`src/core_cfg_pkg.sv`:
```
`default_nettype none

package core_cfg_pkg;

    localparam int XLEN = 32;

    ////////////////////
    // Branch predictor geometry
    ////////////////////
    localparam int PRED_ENTRIES = 256;
    localparam int PRED_IDX_W   = 8;
    localparam int PRED_IDX_LSB = 2;
    localparam int BTB_TAG_W    = 7;
    localparam int BTB_TAG_LSB  = PRED_IDX_LSB + PRED_IDX_W;
    localparam int BHT_CNT_W    = 2;

    // Strongly not taken
    localparam logic [BHT_CNT_W-1:0] BHT_INIT = 2'b00;

    typedef struct packed {
        logic                 valid;
        logic [BTB_TAG_W-1:0] tag;
        logic [XLEN-1:0]      target;
    } btb_entry_t;

    ////////////////////
    // Register file and data memory
    ////////////////////
    localparam int RF_DEPTH  = 32;
    localparam int RF_ADDR_W = 5;
    localparam int DM_DEPTH  = 32;
    localparam int DM_ADDR_W = 5;

    function automatic logic [PRED_IDX_W-1:0] pred_idx(input logic [XLEN-1:0] pc);
        return pc[PRED_IDX_LSB +: PRED_IDX_W];
    endfunction

    function automatic logic [BTB_TAG_W-1:0] btb_tag(input logic [XLEN-1:0] pc);
        return pc[BTB_TAG_LSB +: BTB_TAG_W];
    endfunction

endpackage

`default_nettype wire

```
`src/init_bus_if.sv`:
```
`timescale 1ns/1ps
`default_nettype none

interface init_bus_if;

    logic                                busy;
    logic [core_cfg_pkg::PRED_IDX_W-1:0] addr;
    logic                                clr_we;
    logic [core_cfg_pkg::XLEN-1:0]       dm_data;

    modport master
    (
        output busy,
        output addr,
        output clr_we,
        output dm_data
    );

    // Every storage array only listens to the sweep
    modport target
    (
        input busy,
        input addr,
        input clr_we,
        input dm_data
    );

endinterface

`default_nettype wire

```
`src/branch_history_table.sv`:
```
`timescale 1ns/1ps
`default_nettype none

module branch_history_table
(
    input  logic                          clk,
    init_bus_if.target                    bus,
    input  logic [core_cfg_pkg::XLEN-1:0] lookup_pc,
    output logic                          taken,
    input  logic                          upd_valid,
    input  logic [core_cfg_pkg::XLEN-1:0] upd_pc,
    input  logic                          upd_taken
);

    logic [core_cfg_pkg::BHT_CNT_W-1:0] cnt [core_cfg_pkg::PRED_ENTRIES];
    logic [core_cfg_pkg::BHT_CNT_W-1:0] upd_cnt;
    logic [core_cfg_pkg::BHT_CNT_W-1:0] upd_next;

    assign upd_cnt = cnt[core_cfg_pkg::pred_idx(upd_pc)];

    // Saturating step toward the resolved direction
    always_comb
    begin
        upd_next = upd_cnt;
        if (upd_taken && (upd_cnt != '1))
        begin
            upd_next = upd_cnt + 1'b1;
        end
        else if (!upd_taken && (upd_cnt != '0))
        begin
            upd_next = upd_cnt - 1'b1;
        end
    end

    always_ff @(posedge clk)
    begin
        if (bus.busy)
        begin
            if (bus.clr_we)
            begin
                cnt[bus.addr] <= core_cfg_pkg::BHT_INIT;
            end
        end
        else if (upd_valid)
        begin
            cnt[core_cfg_pkg::pred_idx(upd_pc)] <= upd_next;
        end
    end

    // Upper counter bit gives the prediction
    assign taken = cnt[core_cfg_pkg::pred_idx(lookup_pc)][core_cfg_pkg::BHT_CNT_W-1];

endmodule

`default_nettype wire

```
`src/flat_wrapper.sv`:
```
// flat-port wrapper written by rule: the top's interface ports become plain ports
module branch_history_table_flat 
  (clk, lookup_pc, taken, upd_valid, upd_pc, upd_taken, bus_busy, bus_addr, bus_clr_we, bus_dm_data);
  init_bus_if bus_i ();
  input  logic clk;
  input  logic [core_cfg_pkg::XLEN-1:0] lookup_pc;
  output logic taken;
  input  logic upd_valid;
  input  logic [core_cfg_pkg::XLEN-1:0] upd_pc;
  input  logic upd_taken;
  input wire logic [$bits(bus_i.busy)-1:0] bus_busy;
  input wire logic [$bits(bus_i.addr)-1:0] bus_addr;
  input wire logic [$bits(bus_i.clr_we)-1:0] bus_clr_we;
  input wire logic [$bits(bus_i.dm_data)-1:0] bus_dm_data;
  assign bus_i.busy = bus_busy;
  assign bus_i.addr = bus_addr;
  assign bus_i.clr_we = bus_clr_we;
  assign bus_i.dm_data = bus_dm_data;
  branch_history_table u_core (.clk(clk), .bus(bus_i), .lookup_pc(lookup_pc), .taken(taken), .upd_valid(upd_valid), .upd_pc(upd_pc), .upd_taken(upd_taken));
endmodule
```
`config.mk`:
```
export PLATFORM = sky130hd
export DESIGN_NAME = branch_history_table_flat
export DESIGN_NICKNAME = d
export VERILOG_FILES = /design/src/core_cfg_pkg.sv /design/src/init_bus_if.sv /design/src/branch_history_table.sv /design/src/flat_wrapper.sv
export SDC_FILE = /design/constraint.sdc
export NUM_CORES = 1
export LEC_CHECK = 0
export BUFFER_PORTS_ARGS = -buffer_cell sky130_fd_sc_hd__clkbuf_2
export CAP_MARGIN = 20
export CORE_MARGIN = 2
export CORE_UTILIZATION = 47
export CTS_CLUSTER_DIAMETER = 120
export CTS_CLUSTER_SIZE = 8
export DETAILED_ROUTE_END_ITERATION = 6
export GPL_TIMING_DRIVEN = 0
export PLACE_DENSITY = 0.63
export RECOVER_POWER = 25
export SYNTH_ARGS = -nofsm -noshare
export SYNTH_HDL_FRONTEND = slang
export SYNTH_SLANG_ARGS = --single-unit
```
`constraint.sdc`:
```
create_clock -name clk -period 15.7 [get_ports clk]
set_clock_uncertainty 0.15 [all_clocks]
set_input_delay 3.14 -clock clk [delete_from_list [all_inputs] [get_ports clk]]
set_output_delay 3.14 -clock clk [all_outputs]
set_load 0.02 [all_outputs]
```
==> impl_metrics.toml <==
[run_status]
run_status = "complete, but fails checks"
violations = "max-capacitance violations, max-slew violations"

[floorplanning]
die_width_um = 227
ioPinCount = 110
floorplan.die_area_mm2 = 0.0515
start_util_pct = 47.7
die-height_um = 227
core_region_mm2 = 0.0491
core.rowCount = 81

[cells_and_area]
registers.top_by_ff_count = "u_core.cnt"
fillerInstances = 3913
largest_reg_flops = 512
drive_above_1_share_pct = 24.4
final_net_count = 1618
final_core_utilization_pct = 54.7
layout.cell_area.non_filler_mm2 = 0.0268
regs_by_ff_count = "u_core.cnt (512)"
flow.area_growth_from_synthesis_pct = 14.8
antenna-diode-count = 0
post_layout_nonfiller_instances = 2175

[synthesis]
postSynthCellCount = 1371
yosysSeqAreaShare_pct = 65.8
ys_warn_count = 0
syn_avg_cell_area_um2 = 17.0
synth_seq_cells = 512
asyncSetResetFlopFracSynth_pct = 0
synth.cell_area_mm2 = 0.0234
yosys.cell_types.count = 51
synth_enable_flop_cells = 512
primary_flip_flop_cell_chosen_by_synthesis_mapping = "edfxtp_1"
mappedNetlistNets = 1482

[global_route]
global_route.usage.total_pct = 32.0
grt_max_degree = 42
grt_overflow = 0
antenna_found_initial = 0
grt_pass1_wl_um = 111000
grt_pass1_vias = 14800

[timing]
timing.setup.tns_ps = 0
period_share_pct = 66.0
timing.hold.ws_ps = 1520
final_period_minus_worst_setup_slack_ps = 10370
fmax_mhz = 96.5
final_hold_viol_count = 0
tightest_slew_ps = 1620
drv_slew = 21
grt_setup_unrepaired = "false"
slew_headroom_pct = -8.10
setup_ws_ps = 5330
setup_violations = 0

[setup_path]
crit_path_end_kind = "flip-flop"
setup.worst_path.class = "primary input to flip-flop"
required_ps = 15970
worstPathArrival_ps = 10640
worstSetupStartpointType = "primary input"
cp_max_fo = 39

[cts]
cts_htree_levels = 3
post-cts-setup-buffer-count = 0
cts.clk_slew.worst_paths_ps = 60
cts_tree = "yes"
post_cts.resized_instances = 0
cts-root-to-sink-buffers = 3
cts_root_buffer = "clkbuf_16"
clkSinkCount = 512
cts.hold.buffers_added = 0
insertion_delay_ps = 620
cts_made_buffers = 73

[min_path]
hp-class = "flip-flop to flip-flop"

[placed_design]
detailed_place.area_mm2 = 0.0250
post_placement_worst_setup_slack_ps = 5600
port-buffer-count = 22
globalplace.congestion = 0.970
detailedPlacementHpwl_um = 55800
placed_cells_incl_taps = 2092

[pwr]
power_per_cell_area_mw_per_mm2 = 121
post-layout-total-power_mw = 3.25
ir_drop_mv = 0.0600
power.static_leakage_nw = 8.32

[detailed_routing]
detail_route.vias_per_cell = 6.87
drc = 0
total_vias_in_the_final_route = 14900
drtPass1Iterations = 6
wl_um = 79700
final_antenna_net_count = 0
drt_iter0_markers = 2676
post_detailed_route_wirelength_per_cell_um = 36.6

[job]
max-cap-violations = 2
-- synth_stat cells, drive strengths merged (2+ instances only) --
cell type  instances  share of area, %
a211oi             2             0.064
a21o               2             0.064
a21oi              9              0.19
a221o              3              0.13
a221oi             3              0.11
a22o               3              0.11
a22oi              4              0.13
a2bb2oi            2             0.075
a31oi              4              0.11
a32o               2             0.086
and2               6              0.16
buf               35              0.89
clkbuf            65               1.0
edfxtp           512                66
ha                 2              0.11
inv                8              0.13
mux2              10              0.48
mux2i             41               1.8
mux4             208                20
nand2             62               1.0
nand2b             4              0.11
nand3             36              0.77
nand3b             9              0.29
nor2             270               4.3
nor2b             10              0.27
nor3               5              0.11
nor4               4              0.11
o21ai              7              0.15
o221ai             3              0.11
o22ai             11              0.29
o311ai             2             0.075
o31ai              9              0.29
o32ai              3              0.11
or3                3             0.080
-- final timing paths --
kind                      startpoint                  to  slack (ps)  cells past startpoint
setup reg to reg    u_core.cnt[9][1]  u_core.cnt[102][0]       10760                     14
setup / recovery           upd_pc[2]    u_core.cnt[9][1]        5330                     17
hold reg to reg   u_core.cnt[226][0]  u_core.cnt[148][0]        1520                      7
hold / removal    u_core.cnt[226][0]  u_core.cnt[148][0]        1520                      7
-- cells in the final DEF, fill, tap and decap left out, types with 10 or more instances in the layout --
| master | count |
|---|---|
| edfxtp_1 | 512 |
| buf_2 | 14 |
| clkbuf_16 | 77 |
| o22ai_1 | 10 |
| mux4_2 | 208 |
| clkbuf_2 | 22 |
| nor2b_1 | 10 |
| mux2_2 | 10 |
| clkbuf_1 | 84 |
| nand3_1 | 36 |
| mux2i_1 | 41 |
| nor2_1 | 270 |
| nand2_1 | 62 |
-- kinds of logic (layout without fill, tap and decap cells) --
| kind of cell | count (synthesis) | after routing | synth area share [%] |
|---|---|---|---|
| flops | 512 | 512 | 65.8 |
| fa+ha+maj | 2 | 2 | 0.107 |
| buf+inv | 108 | 248 | 2.07 |
| compound gates | 78 | 78 | 2.45 |
| mux | 259 | 259 | 22.3 |
| simple gates | 412 | 412 | 7.32 |
-- where the power goes --
group          switching, mW  leakage, nW  internal (mW)
Sequential          0.000647         4.68           1.53
Clock                  0.564        0.958          0.854
Combinational          0.196         2.69          0.103
Total                  0.761         8.32           2.49
-- per-layer routing --
metal  share of wire, %  global-route usage, %
met1                 37                   43.7
met3                 13                   8.29
met5                  0                      0
met4                5.3                   15.7
met2                 45                   48.3
-- area by class of cell --
cell class	instances	area [um^2]	share of cell area (%)
Tap cell	664	831	3.10
Sequential cell	512	15400	57.3
Multi-Input combinational cell	751	7540	28.1
Clock inverter	2	17.5	0.0653
Clock buffer	77	1930	7.18
Buffer	100	422	1.57
Inverter	8	30.0	0.112
Timing Repair Buffer	61	683	2.55
-- critical path: stages --
cell and delay [ps]:
clkbuf_1 160, clkbuf_1 770, clkbuf_1 1240, clkbuf_1 1160, clkbuf_1 750, mux2i_1 170, o22ai_1 230, a21oi_1 140
a21o_1 220, nor4_1 530, and2_1 240, nor2_1 60, ha_1 300, a211o_1 330, o22ai_4 630, buf_12 290
buf_12 230
(Power assumes the default switching activity.)
