`config.mk`:
```
export PLATFORM = sky130hd
export DESIGN_NAME = init_sequencer_flat
export DESIGN_NICKNAME = d
export VERILOG_FILES = /design/src/core_cfg_pkg.sv /design/src/boot_pkg.sv /design/src/init_bus_if.sv /design/src/init_sequencer.sv /design/src/flat_wrapper.sv
export SDC_FILE = /design/constraint.sdc
export NUM_CORES = 1
export LEC_CHECK = 0
export ABC_CLOCK_PERIOD_IN_PS = 1500
export BUFFER_PORTS_ARGS = -buffer_cell sky130_fd_sc_hd__buf_2
export CAP_MARGIN = 0
export CELL_PAD_IN_SITES_DETAIL_PLACEMENT = 1
export CELL_PAD_IN_SITES_GLOBAL_PLACEMENT = 2
export CORE_MARGIN = 8
export CORE_UTILIZATION = 20
export DETAILED_ROUTE_END_ITERATION = 10
export PLACE_DENSITY = 0.76
export SLEW_MARGIN = 5
export SYNTH_ARGS = -nofsm -noshare
export SYNTH_HDL_FRONTEND = slang
export SYNTH_SLANG_ARGS = --single-unit
```
`constraint.sdc`:
```
create_clock -name clk -period 1.5 [get_ports clk]
set_clock_uncertainty 0.15 [all_clocks]
set_input_delay 0.075 -clock clk [delete_from_list [all_inputs] [get_ports clk]]
set_output_delay 0.075 -clock clk [all_outputs]
set_load 0.02 [all_outputs]
```
`src/core_cfg_pkg.sv`:
```
`default_nettype none

package core_cfg_pkg;

    localparam int XLEN = 32;

    ////////////////////
    // Branch predictor geometry
    ////////////////////
    localparam int PRED_ENTRIES = 256;
    localparam int PRED_IDX_W   = 8;
    localparam int PRED_IDX_LSB = 2;
    localparam int BTB_TAG_W    = 7;
    localparam int BTB_TAG_LSB  = PRED_IDX_LSB + PRED_IDX_W;
    localparam int BHT_CNT_W    = 2;

    // Strongly not taken
    localparam logic [BHT_CNT_W-1:0] BHT_INIT = 2'b00;

    typedef struct packed {
        logic                 valid;
        logic [BTB_TAG_W-1:0] tag;
        logic [XLEN-1:0]      target;
    } btb_entry_t;

    ////////////////////
    // Register file and data memory
    ////////////////////
    localparam int RF_DEPTH  = 32;
    localparam int RF_ADDR_W = 5;
    localparam int DM_DEPTH  = 32;
    localparam int DM_ADDR_W = 5;

    function automatic logic [PRED_IDX_W-1:0] pred_idx(input logic [XLEN-1:0] pc);
        return pc[PRED_IDX_LSB +: PRED_IDX_W];
    endfunction

    function automatic logic [BTB_TAG_W-1:0] btb_tag(input logic [XLEN-1:0] pc);
        return pc[BTB_TAG_LSB +: BTB_TAG_W];
    endfunction

endpackage

`default_nettype wire

```
`src/boot_pkg.sv`:
```
`default_nettype none

package boot_pkg;

    typedef enum logic [0:0] {
        SWEEP,
        READY
    } boot_state_t;

    // One sweep cycle per predictor entry since that is the largest array
    localparam int SWEEP_LEN = 256;

    localparam int DM_PRELOAD_LEN = 27;

    // Program data holds a falling ramp, a rising ramp and then a zeroed block
    localparam logic [core_cfg_pkg::XLEN-1:0] DM_PRELOAD [DM_PRELOAD_LEN] = '{
        32'd9, 32'd8, 32'd7, 32'd6, 32'd5, 32'd4, 32'd3, 32'd2, 32'd1,
        32'd1, 32'd2, 32'd3, 32'd4, 32'd5, 32'd6, 32'd7, 32'd8, 32'd9,
        32'd0, 32'd0, 32'd0, 32'd0, 32'd0, 32'd0, 32'd0, 32'd0, 32'd0
    };

endpackage

`default_nettype wire

```
`src/init_bus_if.sv`:
```
`timescale 1ns/1ps
`default_nettype none

interface init_bus_if;

    logic                                busy;
    logic [core_cfg_pkg::PRED_IDX_W-1:0] addr;
    logic                                clr_we;
    logic [core_cfg_pkg::XLEN-1:0]       dm_data;

    modport master
    (
        output busy,
        output addr,
        output clr_we,
        output dm_data
    );

    // Every storage array only listens to the sweep
    modport target
    (
        input busy,
        input addr,
        input clr_we,
        input dm_data
    );

endinterface

`default_nettype wire

```
`src/init_sequencer.sv`:
```
`timescale 1ns/1ps
`default_nettype none

module init_sequencer
(
    input  logic              clk,
    input  logic              rst_i,
    init_bus_if.master        bus,
    output logic              ready
);

    boot_pkg::boot_state_t               state_q;
    logic [core_cfg_pkg::PRED_IDX_W-1:0] addr_q;

    ////////////////////
    // Sweep state machine
    ////////////////////
    always_ff @(posedge clk)
    begin
        if (rst_i)
        begin
            state_q <= boot_pkg::SWEEP;
            addr_q  <= '0;
        end
        else if (state_q == boot_pkg::SWEEP)
        begin
            addr_q <= addr_q + 1'b1;
            // Stop after the last entry instead of wrapping back to zero
            if (addr_q == boot_pkg::SWEEP_LEN - 1)
            begin
                state_q <= boot_pkg::READY;
            end
        end
    end

    assign bus.busy   = (state_q == boot_pkg::SWEEP);
    assign bus.clr_we = (state_q == boot_pkg::SWEEP);
    assign bus.addr   = addr_q;
    assign ready      = (state_q == boot_pkg::READY);

    // Preload word for the low data memory addresses and zero above the table
    always_comb
    begin
        if (addr_q < boot_pkg::DM_PRELOAD_LEN)
        begin
            bus.dm_data = boot_pkg::DM_PRELOAD[addr_q[core_cfg_pkg::DM_ADDR_W-1:0]];
        end
        else
        begin
            bus.dm_data = '0;
        end
    end

endmodule

`default_nettype wire

```
`src/flat_wrapper.sv`:
```
// flat-port wrapper written by rule: the top's interface ports become plain ports
module init_sequencer_flat 
  (clk, rst_i, ready, bus_busy, bus_addr, bus_clr_we, bus_dm_data);
  init_bus_if bus_i ();
  input  logic clk;
  input  logic rst_i;
  output logic ready;
  output wire logic [$bits(bus_i.busy)-1:0] bus_busy;
  output wire logic [$bits(bus_i.addr)-1:0] bus_addr;
  output wire logic [$bits(bus_i.clr_we)-1:0] bus_clr_we;
  output wire logic [$bits(bus_i.dm_data)-1:0] bus_dm_data;
  assign bus_busy = bus_i.busy;
  assign bus_addr = bus_i.addr;
  assign bus_clr_we = bus_i.clr_we;
  assign bus_dm_data = bus_i.dm_data;
  init_sequencer u_core (.clk(clk), .rst_i(rst_i), .bus(bus_i), .ready(ready));
endmodule
```
==> results of run 1 <==
-- worst register-to-register path: stages, from the launching register on --
cell and delay (ns):
dfxtp_4 0.35, buf_6 0.13, ha_4 0.14, nand4b_1 0.17, nor2_1 0.19, mux2_4 0.31
-- worst min-delay path by stage --
| stage | from | endpoint | slack (ns) | cells past startpoint |
|---|---|---|---|---|
| after floorplan | rst_i | u_core.bus.addr[0]$_SDFFE_PP0N_ | 0.23 | 2 |
| after global placement | rst_i | u_core.bus.addr[1]$_SDFFE_PP0N_ | 0.24 | 2 |
| after detailed placement | rst_i | u_core.bus.addr[3]$_SDFFE_PP0N_ | 0.24 | 2 |
| after CTS | u_core.bus.addr[6]$_SDFFE_PP0N_ | u_core.bus.addr[6]$_SDFFE_PP0N_ | 0.38 | 2 |
| after global routing | u_core.bus.addr[6]$_SDFFE_PP0N_ | u_core.bus.addr[6]$_SDFFE_PP0N_ | 0.44 | 2 |
| final | u_core.bus.addr[6]$_SDFFE_PP0N_ | u_core.bus.addr[6]$_SDFFE_PP0N_ | 0.41 | 2 |
-- stage by stage --
| step | std cells | total power [uW] | setup WS (ns) | area, um^2 | TNS (ns) |
|---|---|---|---|---|---|
| after global routing | 172 | 842 | -0.149 | 1070 | -0.599 |
| after global placement | 158 | 436 | 0.0241 | 838 | 0 |
| after detailed placement | 158 | 443 | 0.00181 | 838 | 0 |
| after floorplan | 120 | 452 | 0.0236 | 877 | 0 |
| after CTS | 171 | 790 | -0.0966 | 1010 | -0.439 |
| final | 172 | 796 | -0.106 | 1070 | -0.319 |
-- Yosys cell counts --
| cell | instances |
|---|---|
| or3_1 | 3 |
| conb_1 | 1 |
| ha_1 | 5 |
| and4bb_2 | 1 |
| and3_2 | 1 |
| buf_1 | 1 |
| nor3b_1 | 1 |
| mux2_2 | 1 |
| nand4_1 | 1 |
| nor2_1 | 10 |
| dfxtp_1 | 9 |
| nand4b_2 | 1 |
| nand4b_1 | 1 |
| and2b_1 | 1 |
| nand2_1 | 1 |
| nor3_1 | 2 |
| xor2_1 | 2 |
| nor2b_1 | 2 |
| nand3b_1 | 1 |
| xnor2_1 | 2 |
| inv_1 | 5 |
| a21oi_1 | 4 |
| nand3_1 | 1 |
| buf_4 | 30 |
| o21ai_0 | 4 |
| a31oi_1 | 1 |
| mux2i_1 | 1 |
-- cells by family (layout without fill, tap and decap cells) --
| logic type | after synthesis | after routing |
|---|---|---|
| flip-flops | 9 | 9 |
| multiplexers | 2 | 2 |
| AO/OA/AOI/OAI | 9 | 9 |
| buffers and inverters | 36 | 40 |
| other | 1 | 28 |
| adder cells (fa/ha/maj) | 5 | 5 |
| AND/OR/NAND/NOR | 27 | 27 |
| XOR/XNOR | 4 | 4 |
-- sequential cells by signal (all words and copies together), names as in the netlist --
register         count
u_core.bus.addr      8
u_core.ready         1
-- where the power goes --
part           switching [uW]  internal [uW]
combinational             158           84.4
clock                     111            187
sequential               9.63            247
-- area by class of cell --
class,instances,area [um^2]
fillers,439,2590
multi-input cells,75,522
repair buffers,31,225
flip-flops and latches,9,193
well taps,48,60.1
clock buffers,4,45.0
inverters,5,21.3
-- layer usage --
metal	part of all wire, %	vias up
met5	0	-
met2	58	18
met1	36	299
li1	-	310
met4	2.6	0
met3	3.6	5
-- timing repair --
| action | CTS | global route |
|---|---|---|
| pin swaps | 5 | 8 |
| endpoints found under the setup margin | 6 | 8 |
| hold buffers | 1 | 0 |
| buffers inserted | 8 | 1 |
| endpoints found under the hold margin | 7 | 0 |
| resized for setup | 17 | 12 |
==> reports/metrics.yaml, run 1 <==
run_status:
  outcome: "complete, but fails checks"
  violations: "setup timing"
routing:
  drc_errors: 0
  wl_per_cell_um: 13.0
  vias: 632
  vias_per_cell: 3.67
  drtAntennaViolNets: 0
  drtIter0Drc: 14
  drtPass1Iterations: 4
  drt_wl_total_um: 2230
layout:
  fin_util_pct: 29.1
  nets: 132
  diodes: 0
  drive_gt1_share_pct: 46.8
  layout_common_cells: "conb_1, buf_4, buf_2, nor2_1"
  layout.cells.most_common: "conb_1"
  area_delta_synth_final_pct: 40.8
cts:
  cts_root_buf: "clkbuf_8"
  cts_buffer_depth: 2
  clock-sinks: 9
  cts_htree_levels: 1
  cts_tree: "built"
  numCtsBuffers: 3
  clock_latency_ns: 0.24
  clkTransAtPathRegs_ns: 0.05
die:
  placementRows: 22
  die_area_um2: 6010
  pin_count: 45
  core_area_um2: 3660
  dieWidth_um: 77.5
  start_util_pct: 20.7
  die_h_um: 77.5
synthesis:
  yosysTopAreaCellShare_pct: 29.8
  synth_cell_type_count: 27
  yosys.area.top_type: "buf_4"
  ys_seq_elements: 9
  synthSimpleGateAreaFrac_pct: 21.2
  synth_fa_ha_area_share_pct: 8.26
  ys_seq_area_share_pct: 23.8
  synth_compound_area_share_pct: 6.12
  synth_top_family_by_area: "buffers and inverters"
  synthCells: 93
  syn_area_per_cell_um2: 8.14
  synthMuxAreaShare_pct: 2.81
  synth_warnings: 0
  synth_area_um2: 757
  synthTopCellsByArea: "buf_4, dfxtp_1, ha_1"
  synth-xor-area-share_pct: 4.63
worst_setup_path:
  r2r-start: "u_core.bus.addr[1]$_SDFFE_PP0N_"
  rr_endpoint: "u_core.bus.addr[5]$_SDFFE_PP0N_"
  worstPathArrival_ns: 1.38
  critPathLaunch: "u_core.bus.addr[1]$_SDFFE_PP0N_"
  end_kind: "primary output"
  reg2reg_depth: 5
  ff2ff_setup_slack_ns: -0.06
  crit_end: "bus_dm_data[0]"
  crit_family: "flip-flops"
  cp.depth: 6
  crit_path_cell_trace: "inv_4, ha_4, and4bb_2, a31oi_1, a21oi_1, buf_4"
  crit_path_start_kind: "register"
  worstPathMaxFanout: 2
  worstSetupPathType: "reg2out"
  slowest_delay_ns: 0.35
  worstPathRequired_ns: 1.27
  cp_slowest_cell: "dfxtp_4"
  critical_path_buf_inv_count: 2
power_and_ir_drop:
  power_density_nw_per_um2: 747
  ir_drop_mv: 0.285
  p_leak_uw: 0.000508
sta:
  setup_slack_ns: -0.106
  layout_worst_path_cycle_share_pct: 107
  rsz0062_at_grt: "yes"
  finalSetupViolCount: 5
  slew_violations: 0
  hold_slack_ns: 0.407
  post-route-min-period_ns: 1.61
  fmax_mhz: 623
  finalHoldViolCount: 0
global_routing:
  grt.met3_usage_pct: 2.07
  grt_busiest_layer: "met2"
  antenna_found_initial: 0
  grt_pass1_wl_um: 3480
  grt_usage_pct: 7.22
  grtUsageMet2_pct: 13.5
  grt-ovfl-total: 0
  grt_pass1_vias: 689
  grt_max_degree: 11
  grtUsageMet1_pct: 6.56
place:
  place.gp.congestion: 0.711
  dp.final_hpwl_um: 1630
  io_buffer_count: 16
worst_hold_path:
  hold_class: "reg2reg"
run:
  maxCapViolCount: 0
Note: power is estimated with default switching activity, not from simulation.
==> run 2: changes to the inputs <==
CTS_CLUSTER_DIAMETER = 150   (was not set)
REMOVE_ABC_BUFFERS = 1   (was not set)
==> run 2 against run 1 <==
The run still ends with setup timing left; die area is the same; sequential power is essentially flat; sequential share of layout area shrank 0.096 points; via count grew 4.0%; clock power is essentially flat; critical path depth is the same; worst setup slack lost 0.0012 ns; power shrank 0.92%; first-iteration DRC count shrank 14%; cell area shrank 0.12%; combinational power shrank 2%; largest power group unchanged.
==> reports/metrics.yaml, run 2 (synthesis gave the netlist of run 1 again) <==
cts:
  cts_tree: "built"
  cts_htree_levels: 1
  cts_root_buf: "clkbuf_8"
  numCtsBuffers: 3
  clkTransAtPathRegs_ns: 0.05
  cts_buffer_depth: 2
  clock_latency_ns: 0.24
  clock-sinks: 9
routing:
  drc_errors: 0
  vias: 657
  drtPass1Iterations: 2
  drtAntennaViolNets: 0
  vias_per_cell: 3.73
  drtIter0Drc: 12
  drt_wl_total_um: 2200
  wl_per_cell_um: 12.5
place:
  dp.cells: 166
  place.gp.congestion: 0.712
  dp.final_hpwl_um: 1710
  io_buffer_count: 16
global_routing:
  grt_usage_pct: 7.76
  antenna_found_initial: 0
  grt-ovfl-total: 0
  grt_max_degree: 11
  grt_pass1_vias: 742
  grt_pass1_wl_um: 3730
power_and_ir_drop:
  pwr-share-seq_pct: 32.6
  p_leak_uw: 0.000519
  ir_drop_mv: 0.215
  power.clock.fraction_pct: 37.3
  p_sw_uw: 269
  fin_total_pwr_uw: 789
  combinationalPowerShare_pct: 30.0
  swShare_pct: 34.2
  intPower_uw: 519
  power_density_nw_per_um2: 741
layout:
  regArea_um2: 191
  largest_register_ffs: 8
  fin_util_pct: 29.1
  nets: 136
  layout_common_cells: "conb_1, buf_4, buf_2, nor2_1, dfxtp_1"
  drive_gt1_share_pct: 44.5
  area_delta_synth_final_pct: 40.7
  diodes: 0
  stdcell_count: 176
  multi_input_area_um2: 500
  nFillCells: 452
  layout.cells.most_common: "conb_1"
sta:
  finalHoldViolCount: 0
  post-route-min-period_ns: 1.61
  slew_violations: 0
  finalSetupViolCount: 5
  setup_slack_ns: -0.107
  hold_slack_ns: 0.495
  setup_tns_ns: -0.266
  layout_worst_path_cycle_share_pct: 107
  fmax_mhz: 622
  rsz0062_at_grt: "yes"
worst_setup_path:
  worstPathMaxFanout: 3
  worstPathRequired_ns: 1.27
  end_kind: "primary output"
  crit_path_cell_trace: "inv_4, ha_4, and4bb_2, a31oi_1, a21oi_1, buf_4"
  cp_slowest_cell: "dfxtp_4"
  slowest_delay_ns: 0.36
  crit_path_start_kind: "register"
  worstSetupPathType: "reg2out"
  worstPathArrival_ns: 1.38
die:
  placementRows: 22
  dieWidth_um: 77.5
  pin_count: 45
  start_util_pct: 20.7
  die_h_um: 77.5
  die_area_um2: 6010
  core_area_um2: 3660
worst_hold_path:
  hold_class: "reg2reg"
run_status:
  outcome: "complete, but fails checks"
  violations: "setup timing"
run:
  maxCapViolCount: 0
run 2: cell types whose count changed in the layout (fill, tap and decap cells not counted):
cell / before / now
ha_2: 1 / 2
nor3_2: 2 / 1
nor3b_4: 0 / 1
ha_4: 4 / 2
buf_4: 15 / 19
dfxtp_2: 4 / 0
ha_1: 0 / 1
buf_12: 1 / 0
buf_6: 2 / 3
nor3b_2: 1 / 0
dfxtp_4: 2 / 3
dfxtp_1: 3 / 6
nor3_1: 0 / 1
run 2: cell type report:
type	instances	area share [%]
well taps	48	5.64
repair buffers	35	23.1
flip-flops and latches	9	18.0
multi-input cells	75	47.0
clock buffers	4	4.23
inverters	5	2.00
run 2: worst paths after layout:
| path | slack, ns | to | depth (start not counted) | from |
|---|---|---|---|---|
| worst min-delay path | 0.49 | u_core.bus.addr[7]$_SDFFE_PP0N_ | 3 | u_core.bus.addr[7]$_SDFFE_PP0N_ |
| worst max register to register | -0.04 | u_core.bus.addr[7]$_SDFFE_PP0N_ | 5 | u_core.bus.addr[1]$_SDFFE_PP0N_ |
| worst max-delay path | -0.11 | bus_dm_data[0] | 6 | u_core.bus.addr[1]$_SDFFE_PP0N_ |
| worst min register to register | 0.49 | u_core.bus.addr[7]$_SDFFE_PP0N_ | 3 | u_core.bus.addr[7]$_SDFFE_PP0N_ |
run 2: timing repair:
action	4_1_cts	5_1_grt
resized for setup	21	11
endpoints found under the setup margin	7	7
hold buffers	1	0
pin swaps	6	6
setup buffers	5	0
endpoints found under the hold margin	6	0
run 2: critical path, delay by kind of cell (launching register included):
kind / cells / cell delay, ns
flip-flops: 1 / 0.36
buffers and inverters: 2 / 0.20
adder cells (fa/ha/maj): 1 / 0.14
AND/OR/NAND/NOR: 1 / 0.22
AO/OA/AOI/OAI: 2 / 0.22
run 2: routing by layer:
metal	track usage (%)	up-vias	wire length [um]
li1	-	319	-
met1	7.36	313	817
met2	14.2	22	1220
met3	2.76	3	122
met4	4.53	0	42
met5	0	-	0
run 2: stage by stage:
stage | setup WS [ns] | cell area [um^2]
final | -0.107 | 1060
after global routing | -0.178 | 1060
after CTS | -0.107 | 1020
after detailed placement | -0.0248 | 867
after global placement | -0.0103 | 867
after floorplan | -0.182 | 629
run 2: power groups by stage:
stage	clock [uW]	sequential, uW	combinational, uW
after floorplan	0	271	116
after global placement	0	261	179
after detailed placement	0	262	184
after CTS	303	257	221
after global routing	320	259	260
final	295	257	237
==> run 3: changes to the inputs <==
ABC_CLOCK_PERIOD_IN_PS = not set   (was 1500)
CORE_ASPECT_RATIO = 1.5   (was not set)
==> run 3 against run 2 <==
Largest cell class unchanged; largest power group unchanged; critical path depth unchanged; utilization is 0.48 points higher; via count rose by 1.2%; the run still ends with setup timing left.
==> reports/metrics.yaml, run 3 (synthesis gave the netlist of run 1 again) <==
worst_setup_path:
  crit_family: "flip-flops"
  end_kind: "primary output"
  worstSetupPathType: "reg2out"
  slowest_delay_ns: 0.37
  critical_path_buf_inv_count: 2
  cp_slowest_cell: "dfxtp_4"
  reg2reg_depth: 5
  rr_endpoint: "u_core.bus.addr[7]$_SDFFE_PP0N_"
  crit_path_start_kind: "register"
  crit_path_cell_trace: "inv_6, ha_4, and4bb_2, a31oi_1, a21oi_1, buf_4"
  r2r-start: "u_core.bus.addr[1]$_SDFFE_PP0N_"
  worstPathMaxFanout: 4
  ff2ff_setup_slack_ns: -0.08
  worstPathRequired_ns: 1.27
  worstPathArrival_ns: 1.42
die:
  placementRows: 27
  pin_count: 45
  die_h_um: 91.3
  die_area_um2: 6050
  start_util_pct: 20.7
  core_area_um2: 3650
  dieWidth_um: 66.2
sta:
  rsz0062_at_grt: "yes"
  post-route-min-period_ns: 1.64
  setup_slack_ns: -0.141
  setup_tns_ns: -0.394
  fmax_mhz: 609
  finalHoldViolCount: 0
  slew_violations: 0
  finalSetupViolCount: 5
  layout_worst_path_cycle_share_pct: 109
layout:
  layout_common_cells: "conb_1, buf_4, buf_2, nor2_1, dfxtp_1"
  nFillCells: 469
  diodes: 0
  multi_input_area_um2: 509
  nets: 136
  fin_area_um2: 1080
  area_delta_synth_final_pct: 42.5
  drive_gt1_share_pct: 46.1
  regArea_um2: 191
  layout.cells.most_common: "conb_1"
  largest_register_ffs: 8
routing:
  drtPass1Iterations: 3
  drc_errors: 0
  vias_per_cell: 3.89
  drt_wl_total_um: 2270
  vias: 665
  wl_per_cell_um: 13.2
  drtAntennaViolNets: 0
  drtIter0Drc: 13
power_and_ir_drop:
  fin_total_pwr_uw: 803
  intPower_uw: 536
  ir_drop_mv: 0.339
  power.clock.fraction_pct: 34.9
  combinationalPowerShare_pct: 32.9
  pwr-share-seq_pct: 32.2
  power_density_nw_per_um2: 745
  swShare_pct: 33.2
  p_sw_uw: 267
  p_leak_uw: 0.000531
global_routing:
  grt-ovfl-total: 0
  grt_usage_pct: 6.87
  grt_max_degree: 11
  grt_pass1_vias: 722
  grt_pass1_wl_um: 3330
  antenna_found_initial: 0
cts:
  numCtsBuffers: 3
  clkTransAtPathRegs_ns: 0.04
  cts_htree_levels: 1
  clock-sinks: 9
  cts_root_buf: "clkbuf_8"
  cts_tree: "built"
  clock_latency_ns: 0.23
  cts_buffer_depth: 2
worst_hold_path:
  min_from: "u_core.bus.addr[6]$_SDFFE_PP0N_"
  min_to: "u_core.bus.addr[6]$_SDFFE_PP0N_"
  hold_depth: 2
  hold_class: "reg2reg"
run:
  maxCapViolCount: 0
place:
  place.gp.congestion: 0.692
  dp.final_hpwl_um: 1650
  io_buffer_count: 16
  place_area_um2: 831
run_status:
  outcome: "complete, but fails checks"
  violations: "setup timing"
run 3: cell counts in the layout (fill, tap and decap cells not counted):
No cell type changed its count.
run 3: cell type report:
class                      instances  area share (%)
sequential                         9            17.7
inverter                           5            2.20
multi-input combinational         75            47.2
timing repair buffer              35            23.7
tap                               43            4.99
clock buffer                       4            4.18
run 3: timing repair:
item | CTS | global route
cloned | 0 | 0
hold endpoints to repair | 6 | 0
gates resized for setup | 14 | 19
hold buffers | 1 | 0
pin swaps | 6 | 9
setup endpoints to repair | 6 | 7
buffers inserted | 6 | 3
run 3: tightest hold or removal path, cell delays in order, from the launching register on:
cell and delay [ns]:
dfxtp_1 0.33, o21ai_0 0.09, a21oi_1 0.06
run 3: power by group through the flow:
stage	combinational [uW]	clock, uW	sequential (uW)
after CTS	210	289	258
final	264	281	258
after detailed placement	183	0	260
after global placement	177	0	259
after floorplan	116	0	271
after global routing	288	311	259
run 3: layer usage:
layer / up-vias / track usage, % / routed length (um)
met2: 37 / 11.6 / 1170
met4: 0 / 3.76 / 31
met1: 308 / 7.01 / 775
met3: 4 / 2.46 / 289
li1: 316 / - / -
met5: - / 0 / 0
run 3: per-stage QoR:
step / hold WS, ns / instances / setup WS [ns] / utilization (%)
detailed placement: 0.234 / 157 / -0.0516 / 22.8
CTS: 0.388 / 168 / -0.159 / 26.6
global route: 0.421 / 171 / -0.205 / 29.6
global placement: 0.230 / 157 / 0.0207 / 22.8
floorplan: -0.00593 / 89 / -0.182 / -
finish: 0.376 / 171 / -0.141 / 29.6
run 3: how the worst max path moves through the flow:
stage / from / to / slack (ns) / cells after the start
floorplan: u_core.bus.addr[2]$_SDFFE_PP0N_ / bus_dm_data[2] / -0.18 / 4
global placement: u_core.bus.addr[1]$_SDFFE_PP0N_ / bus_dm_data[0] / 0.02 / 6
detailed placement: u_core.bus.addr[1]$_SDFFE_PP0N_ / bus_dm_data[0] / -0.05 / 6
CTS: u_core.bus.addr[1]$_SDFFE_PP0N_ / bus_dm_data[0] / -0.16 / 6
global route: u_core.bus.addr[1]$_SDFFE_PP0N_ / bus_dm_data[0] / -0.20 / 6
finish: u_core.bus.addr[1]$_SDFFE_PP0N_ / bus_dm_data[0] / -0.14 / 6
